File: config.mk
export PLATFORM = sky130hd
export DESIGN_NAME = loader_top
export DESIGN_NICKNAME = d
export VERILOG_FILES = /design/src/design/loader_pkg.sv /design/src/design/cheat_assembler.sv /design/src/design/download_decode.sv /design/src/design/loader_top.sv /design/src/design/word_packer.sv
export SDC_FILE = /design/constraint.sdc
export NUM_CORES = 1
export LEC_CHECK = 0
export ABC_CLOCK_PERIOD_IN_PS = 13700
export BUFFER_PORTS_ARGS = -buffer_cell sky130_fd_sc_hd__buf_2
export CORE_ASPECT_RATIO = 0.6
export CORE_UTILIZATION = 35
export CTS_BUF_LIST = sky130_fd_sc_hd__clkbuf_16
export CTS_CLUSTER_DIAMETER = 60
export DETAILED_ROUTE_END_ITERATION = 12
export GPL_TIMING_DRIVEN = 0
export PLACE_DENSITY = 0.68
export SLEW_MARGIN = 20
export SYNTH_ARGS = -nofsm -noshare
export SYNTH_HDL_FRONTEND = slang
export SYNTH_SLANG_ARGS = --single-unit
File: constraint.sdc
create_clock -name clk_1x -period 13.7 [get_ports clk_1x]
set_clock_uncertainty 0.15 [all_clocks]
set_input_delay 0.685 -clock clk_1x [delete_from_list [all_inputs] [get_ports clk_1x]]
set_output_delay 0.685 -clock clk_1x [all_outputs]
set_load 0.02 [all_outputs]
File: src/design/loader_pkg.sv
// Shared widths, RAM base addresses, download indices and bus types, imported by all loader files
package loader_pkg;

	// ======================================================================
	// Widths
	// ======================================================================

	localparam int HOST_ADDR_W = 27;
	localparam int HALF_W      = 16;
	localparam int WORD_W      = 32;
	localparam int IDX_W       = 8;

	// ======================================================================
	// Download indices and RAM targets
	// ======================================================================

	localparam logic [IDX_W-1:0] IDX_BIOS = 8'd0;
	localparam logic [IDX_W-1:0] IDX_EXE  = 8'd1;
	localparam logic [IDX_W-1:0] IDX_CODE = 8'd255;

	// Byte addresses in main RAM
	localparam logic [HOST_ADDR_W-1:0] BIOS_BASE = 27'd2097152;
	localparam logic [HOST_ADDR_W-1:0] EXE_BASE  = 27'd4194304;

	// Write credits granted by the memory side after reset
	localparam int MEM_CREDITS = 2;
	localparam int CREDIT_W    = 2;

	// Halfwords per cheat record
	localparam int CHEAT_HALVES = 8;

	// ======================================================================
	// Types
	// ======================================================================

	// Host download bus, one halfword per wr cycle
	typedef struct packed {
		logic                   download;
		logic [IDX_W-1:0]       index;
		logic                   wr;
		logic [HOST_ADDR_W-1:0] addr;
		logic [HALF_W-1:0]      data;
	} host_bus_t;

	typedef enum logic [1:0] {
		NONE,
		BIOS,
		EXE,
		CODE
	} dl_kind_t;

	// Full-word write toward the RAM
	typedef struct packed {
		logic                   valid;
		logic [HOST_ADDR_W-1:0] addr;
		logic [WORD_W-1:0]      data;
	} ram_wr_t;

	// Flags sit in the top 32 bits
	typedef struct packed {
		logic [31:0] flags;
		logic [31:0] addr;
		logic [31:0] compare;
		logic [31:0] replace;
	} cheat_code_t;

endpackage

File: src/design/cheat_assembler.sv
// Collects the halfwords of a cheat download into 128-bit cheat records and flags each record
module cheat_assembler (
	input  logic                    clk_1x,
	input  logic                    rst_n,
	input  loader_pkg::host_bus_t   host,
	input  loader_pkg::dl_kind_t    kind,
	input  logic                    code_start,
	output loader_pkg::cheat_code_t cheat,
	output logic                    cheat_valid,
	output logic                    cheat_clear
);

	import loader_pkg::*;

	logic       code_wr;
	logic [3:0] offset;
	logic       last_half;

	assign code_wr   = (kind == CODE) && host.wr;
	assign offset    = host.addr[3:0];

	// Top half of replace closes the record
	assign last_half = (offset == 4'(2 * (CHEAT_HALVES - 1)));

	// ======================================================================
	// Record assembly
	// ======================================================================

	always_ff @(posedge clk_1x or negedge rst_n) begin
		if (!rst_n) begin
			cheat       <= '0;
			cheat_valid <= 1'b0;
			cheat_clear <= 1'b0;
		end else begin
			cheat_clear <= code_start;
			cheat_valid <= code_wr && last_half;

			if (code_wr) begin
				// Bottom half first, then top half, per field
				case (offset)
					4'd0:  cheat.flags[15:0]    <= host.data;
					4'd2:  cheat.flags[31:16]   <= host.data;
					4'd4:  cheat.addr[15:0]     <= host.data;
					4'd6:  cheat.addr[31:16]    <= host.data;
					4'd8:  cheat.compare[15:0]  <= host.data;
					4'd10: cheat.compare[31:16] <= host.data;
					4'd12: cheat.replace[15:0]  <= host.data;
					4'd14: cheat.replace[31:16] <= host.data;
					// Odd offsets never come from the host
					default: ;
				endcase
			end
		end
	end

endmodule

File: src/design/download_decode.sv
// Decodes the host download index into a registered download kind with start and end strobes
module download_decode (
	input  logic                  clk_1x,
	input  logic                  rst_n,
	input  loader_pkg::host_bus_t host,
	output loader_pkg::dl_kind_t  kind,
	output logic                  exe_done,
	output logic                  code_start
);

	import loader_pkg::*;

	dl_kind_t kind_next;
	dl_kind_t kind_prev;

	// ======================================================================
	// Index decode
	// ======================================================================

	// Unknown indices fall through to NONE
	always_comb begin
		kind_next = NONE;
		if (host.download) begin
			case (host.index)
				IDX_BIOS: kind_next = BIOS;
				IDX_EXE:  kind_next = EXE;
				IDX_CODE: kind_next = CODE;
				default:  kind_next = NONE;
			endcase
		end
	end

	// ======================================================================
	// Kind register and edge detect
	// ======================================================================

	always_ff @(posedge clk_1x or negedge rst_n) begin
		if (!rst_n) begin
			kind      <= NONE;
			kind_prev <= NONE;
			exe_done  <= 1'b0;
		end else begin
			kind      <= kind_next;
			kind_prev <= kind;
			// End of an EXE image, one cycle after kind drops
			exe_done  <= (kind_prev == EXE) && (kind != EXE);
		end
	end

	// First cycle of a cheat download
	assign code_start = (kind == CODE) && (kind_prev != CODE);

endmodule

File: src/design/loader_top.sv
// Top level of the host loader, joining the kind decoder, RAM word packer and cheat assembler
module loader_top (
	input  logic                    clk_1x,
	input  logic                    rst_n,
	input  loader_pkg::host_bus_t   host,
	input  logic                    credit_return,
	output loader_pkg::ram_wr_t     ram_wr,
	output logic                    ioctl_wait,
	output logic                    load_exe,
	output loader_pkg::cheat_code_t cheat,
	output logic                    cheat_valid,
	output logic                    cheat_clear
);

	import loader_pkg::*;

	dl_kind_t kind;
	logic     code_start;

	// ======================================================================
	// Download kind
	// ======================================================================

	download_decode u_decode (
		.clk_1x     (clk_1x),
		.rst_n      (rst_n),
		.host       (host),
		.kind       (kind),
		.exe_done   (load_exe),
		.code_start (code_start)
	);

	// ======================================================================
	// BIOS and EXE images to RAM
	// ======================================================================

	word_packer u_packer (
		.clk_1x        (clk_1x),
		.rst_n         (rst_n),
		.host          (host),
		.kind          (kind),
		.credit_return (credit_return),
		.ram_wr        (ram_wr),
		.ioctl_wait    (ioctl_wait)
	);

	// ======================================================================
	// Cheat records
	// ======================================================================

	cheat_assembler u_cheat (
		.clk_1x      (clk_1x),
		.rst_n       (rst_n),
		.host        (host),
		.kind        (kind),
		.code_start  (code_start),
		.cheat       (cheat),
		.cheat_valid (cheat_valid),
		.cheat_clear (cheat_clear)
	);

endmodule

File: src/design/word_packer.sv
// Pairs host halfwords into 32-bit RAM writes at a per-kind base and throttles the host by credits
module word_packer (
	input  logic                  clk_1x,
	input  logic                  rst_n,
	input  loader_pkg::host_bus_t host,
	input  loader_pkg::dl_kind_t  kind,
	input  logic                  credit_return,
	output loader_pkg::ram_wr_t   ram_wr,
	output logic                  ioctl_wait
);

	import loader_pkg::*;

	logic                   ram_kind;
	logic                   lo_wr;
	logic                   hi_wr;
	logic                   credit_ok;
	logic                   issue;
	logic [HOST_ADDR_W-1:0] base_addr;

	logic [HALF_W-1:0]      lo_data;
	logic [HOST_ADDR_W-1:0] lo_addr;
	logic [WORD_W-1:0]      word_data;
	logic [HOST_ADDR_W-1:0] word_addr;
	logic                   word_valid;
	logic [CREDIT_W-1:0]    credits;

	// ======================================================================
	// Halfword classification
	// ======================================================================

	// Only BIOS and EXE images go to RAM
	assign ram_kind  = (kind == BIOS) || (kind == EXE);
	assign lo_wr     = ram_kind && host.wr && !host.addr[1];
	assign hi_wr     = ram_kind && host.wr && host.addr[1];
	assign base_addr = (kind == BIOS) ? BIOS_BASE : EXE_BASE;

	// A credit returned this cycle counts as available
	assign credit_ok = (credits != '0) || credit_return;

	// Issue straight from the bus, or release the held word
	assign issue = credit_ok && (hi_wr || ioctl_wait);

	// ======================================================================
	// Word assembly
	// ======================================================================

	always_ff @(posedge clk_1x) begin
		if (lo_wr) begin
			lo_data <= host.data;
			lo_addr <= host.addr + base_addr;
		end
		// High half completes the word, held here if no credit
		if (hi_wr) begin
			word_data <= {host.data, lo_data};
			word_addr <= lo_addr;
		end
	end

	// ======================================================================
	// Credits and host stall
	// ======================================================================

	always_ff @(posedge clk_1x or negedge rst_n) begin
		if (!rst_n) begin
			word_valid <= 1'b0;
			ioctl_wait <= 1'b0;
			credits    <= CREDIT_W'(MEM_CREDITS);
		end else begin
			word_valid <= issue;

			if (issue) begin
				ioctl_wait <= 1'b0;
			end else if (hi_wr) begin
				ioctl_wait <= 1'b1;
			end

			// One credit per issued write, one back per return
			credits <= credits - CREDIT_W'(word_valid) + CREDIT_W'(credit_return);
		end
	end

	assign ram_wr = '{valid: word_valid, addr: word_addr, data: word_data};

endmodule

After elaboration in Yosys (flattened, before gate mapping)
Cells that the tools add are included.

Register bits after elaboration: 241. Output and inout port bits: 192.

Mux-type cells: 5. Eq/ne operators: 15. Add/subtract/negate cells: 3. Reduce and logical (&&, ||, !) cells: 24.

Operators by type and width (count): adder 27 bit (1); two-way mux 23 bit (1); equality test 4 bit (second input constant) (4); AND reduction 2 bit (8); equality test 4 x 3 -> 1 bit (second input constant) (2); equality test 8 x 1 -> 1 bit (second input constant) (1); equality test 8 bit (second input constant) (1); logical AND 1 bit (8); zero test 8 bit (1); equality test 2 bit (second input constant) (3); case mux 2 bit (3 select lines) (1); equality test 4 x 2 -> 1 bit (second input constant) (1); zero test 4 bit (1); != test 2 bit (second input constant) (2); nonzero test 2 bit (2); logical OR 1 bit (3); adder 2 x 1 -> 2 bit (1); equality test 2 x 1 -> 1 bit (second input constant) (1); two-way mux 1 bit (2); two-way mux 2 bit (1); subtractor 2 x 1 -> 2 bit (1); zero test 1 bit (1).

Depth between registers and ports, before layout
Depth in word-level cells: 7. Depth in mapped cells: 7.

Hierarchy
From an unflattened synthesis, not the netlist that was laid out.

Cells, all modules: 438. Area, all modules: 8590.7 µm².

Modules (own cells, without submodules): cheat_assembler (instances 1, cells each 283, area each 4983.5 µm²); word_packer (instances 1, cells each 137, area each 3395.8 µm²); download_decode (instances 1, cells each 18, area each 211.5 µm²).

Worst setup path after synthesis
OpenSTA, ideal clock, no wires.

Kind: register -> register. From: register u_decode.kind[0]. To: register u_packer.lo_addr[0] (enable). Setup slack: 9.147 ns. Arrival time: 3.898 ns. Cell stages (with the launch flop): 4. Path buffers: 0. Cells stage by stage: dfrtp_1 > inv_1 > ha_1 > nor3b_1.

Longest elaborated chain between the ends: 4. Elaborated cells on any way between the ends: 5. Classes of those cells: 2 x eq/ne; 3 x reduce/logical.

Ends and longest elaborated chain: start: declaration (line download_decode.sv:6) `output loader_pkg::dl_kind_t kind,`; start signal: assignment (line download_decode.sv:43) `kind <= kind_next;`; equality test 2 x 1 -> 1 bit / equality test 2 bit (equally long branches) (line word_packer.sv:33) `assign ram_kind = (kind == BIOS) || (kind == EXE);`; logical OR 1 bit (*) (line word_packer.sv:33); logical AND 1 bit (*) (2 in a row) (line word_packer.sv:34) `assign lo_wr = ram_kind && host.wr && !host.addr[1];`; via u_packer.lo_wr (line word_packer.sv:15) `logic lo_wr;`; end signal: assignment (line word_packer.sv:51) `lo_addr <= host.addr + base_addr;`; end: declaration (line word_packer.sv:22) `logic [HOST_ADDR_W-1:0] lo_addr;`.

Mark *: on every way through the listed nets, which the timed path passes. The rest lies on a longest branch. A chain may end at the register's enable or synchronous reset.

Worst setup path in the final report
From: register u_decode.kind[0]. To: register u_cheat.cheat[70] (netlist name).

Longest elaborated chain between the ends: 3.

Ends and longest elaborated chain: equality test 2 bit (line cheat_assembler.sv:19) `assign code_wr = (kind == CODE) && host.wr;`; logical AND 1 bit (line cheat_assembler.sv:19); AND reduction 2 bit (no source line).

Every way passes these cells.

==> results.yml <==
die:
  rows: 43
  die_h_um: 123
  coreArea_um2: 23500
  die_w_um: 203
  pin_count: 248
  initial_utilization_pct: 36.3
  fp.dieArea_um2: 25000
place:
  dp_hpwl_um: 14200
  place.gp.congestion: 0.768
  dp.cells: 1008
  placed_area_um2: 10300
  numPortBuffers: 247
setup_path:
  rrSetupSlack_ns: 10.90
  rr_startpoint: "u_decode.kind[0]"
  worstSetupPathType: "register to register"
  endpoint_kind: "register"
  path_max_fanout: 10
  reg2reg_depth: 6
  arrival_ns: 3.04
  worstPathRequired_ns: 13.94
  cp-start-kind: "register"
  r2r-end: "u_cheat.cheat[70]"
power_and_ir_drop:
  p_seq_share_pct: 52.8
  clkPwrFrac_pct: 44.3
  switchingPower_mw: 0.301
  leakage_nw: 5.43
  finalPower_mw: 1.44
  p_per_area_nw_per_um2: 130
  swShare_pct: 21.0
  ir_drop_mv: 0.0845
  p_comb_share_pct: 2.9
  p_int_mw: 1.13
clock_network:
  cts.sinks: 241
  h-tree-depth: 1
  clock_latency_ns: 0.52
  cts-buffers-inserted: 23
  cts_setup_buffers: 0
  cts_resized: 0
  path_clk_slew_ns: 0.07
  clk_path_buf_depth: 3
  cts_tree: "yes"
  clockRootBuffer: "clkbuf_16"
  cts_hold_buffers: 1
final_layout:
  layoutNonFillerInstCount: 1051
  fin_util_pct: 46.9
  antennaDiodeCount: 0
  area_growth_pct: 29.4
  drive_gt1_share_pct: 58.2
  final_area_um2: 11000
  fillers: 2056
  nets: 783
grt:
  grt_pass1_vias: 4892
  grt_pass1_wl_um: 29800
  track_usage_pct: 16.0
  grt_antenna_before_repair: 1
  grt_max_degree: 71
  grt_overflow: 0
hold_path:
  worstHoldPathType: "input port to register"
  hold_depth: 1
  holdPathEnd: "u_packer.lo_addr[10]"
  hold_path_startpoint: "host[26]"
yosys:
  avgSynthCellArea_um2: 19.4
  synth-main-ff-cell: "dfrtp_1"
  synth_warnings: 0
  ys_types: 34
  synth_most_common_cell: "dfrtp_1"
  syn-instance-count: 439
  synth_edf_count: 102
  yosys.area.top_type_share_pct: 40.6
  async_flop_share_pct: 57.7
  syn-num-nets: 503
  netlist_area_um2: 8510
  synth_commonest_cells: "dfrtp_1, mux2_2, edfxtp_1, mux2_4, nor2_1"
  synth_top_area_cell: "dfrtp_1"
  seq_area_frac_synth_pct: 76.9
  ys_ff_latch: 241
  synth_area_leaders: "dfrtp_1, edfxtp_1, mux2_2"
timing:
  relSlewSlack_pct: 31.0
  min_period_ns: 2.80
  worst_slew_pin_slew_ns: 1.03
  tns_ns: 0
  hold_violations: 0
  setup_viol: 0
  rsz0062_at_grt: "no"
  fin_crit_sh_pct: 20.4
  fmax_mhz: 358
  drv_slew: 0
drt:
  routed_wl_um: 20000
  drt_iter0_drc: 180
  vias: 4830
  drt.antenna.violating_nets: 0
  dr.pass1.iters: 4
  drcViolationCount: 0
  wl_per_cell_um: 19.0
  detail_route.vias_per_cell: 4.60
flow_run:
  cap_violations: 0
status:
  status: "completed"
==> worst max path at each step <==
stage / startpoint / to / slack, ns / cells past startpoint
after floorplan: u_decode.kind[0] / u_packer.lo_addr[0] / 9.15 / 3
after global placement: host[17] / u_packer.lo_addr[4] / 7.02 / 2
after detailed placement: host[16] / u_cheat.cheat[87] / 10.73 / 6
after CTS: u_decode.kind[0] / u_cheat.cheat[70] / 10.86 / 6
after global routing: u_decode.kind[0] / u_cheat.cheat[85] / 10.72 / 6
final: u_decode.kind[0] / u_cheat.cheat[70] / 10.90 / 6
==> area by class of cell <==
class	instances	area, um^2	share of cell area (%)
clock buffers	23	576	5.23
inverters	8	30.0	0.273
multi-input cells	178	1870	17.0
flip-flops and latches	241	6540	59.4
clock inverters	19	170	1.55
plain buffers	12	75.1	0.682
repair buffers	255	1350	12.3
well taps	315	394	3.58
==> flip-flops by register name, summed over array words and instances (netlist names) <==
name	flops
u_cheat.cheat	128
u_cheat.cheat_clear	1
u_cheat.cheat_valid	1
u_decode.exe_done	1
u_decode.kind	2
u_decode.kind_prev	2
u_packer.credits	2
u_packer.ioctl_wait	1
u_packer.lo_addr	27
u_packer.lo_data	16
u_packer.word_addr	27
u_packer.word_data	32
u_packer.word_valid	1
==> power by group through the flow <==
stage | clock, mW | combinational [mW] | sequential [mW]
after floorplan | 0 | 0.0112 | 0.773
final | 0.636 | 0.0413 | 0.758
after global placement | 0 | 0.0396 | 0.773
after detailed placement | 0 | 0.0425 | 0.773
after global routing | 0.682 | 0.0476 | 0.758
after CTS | 0.655 | 0.0429 | 0.758
==> cell usage in the layout (no fill, tap or decap), types with 5 or more instances in the layout <==
master     instances
clkbuf_16         23
buf_4              5
buf_2            252
clkinv_1           7
nor2_1             9
mux2_2           118
ha_1               7
xnor2_1            5
mux2_4            10
edfxtp_1         102
inv_1             11
dfrtp_1          138
==> kinds of logic after synthesis <==
group / count (synthesis) / synth area share, %
DFF: 241 / 76.9
muxes: 128 / 17.4
and+or+nand+nor: 32 / 2.24
buffers and inverters: 20 / 1.24
adders and majority gates: 8 / 1.26
xor gates and xnor gates: 6 / 0.618
AOI/OAI and AO/OA: 4 / 0.353
==> worst max-delay path: stages, from the launching register on <==
cell and delay [ns]:
dfrtp_1 0.41, ha_1 0.25, or3b_1 0.36, clkbuf_1 0.15
nor2_1 0.55, buf_2 0.42, mux2_2 0.38
==> layer usage <==
metal  GRT usage (%)  up-vias  wire [um]
met5               0        -          0
li1                -     2177          -
met4            3.05        0        274
met2            23.3      156       8570
met3            4.97       24       1460
met1            23.4     2473       9710
==> per-stage QoR <==
step | setup slack, ns | hold WS [ns]
after floorplan | 9.15 | 0.239
after global placement | 7.02 | 0.250
after detailed placement | 10.73 | 0.255
after CTS | 10.86 | 0.168
after global routing | 10.72 | 0.167
final | 10.90 | 0.194
(Power assumes the default switching activity.)
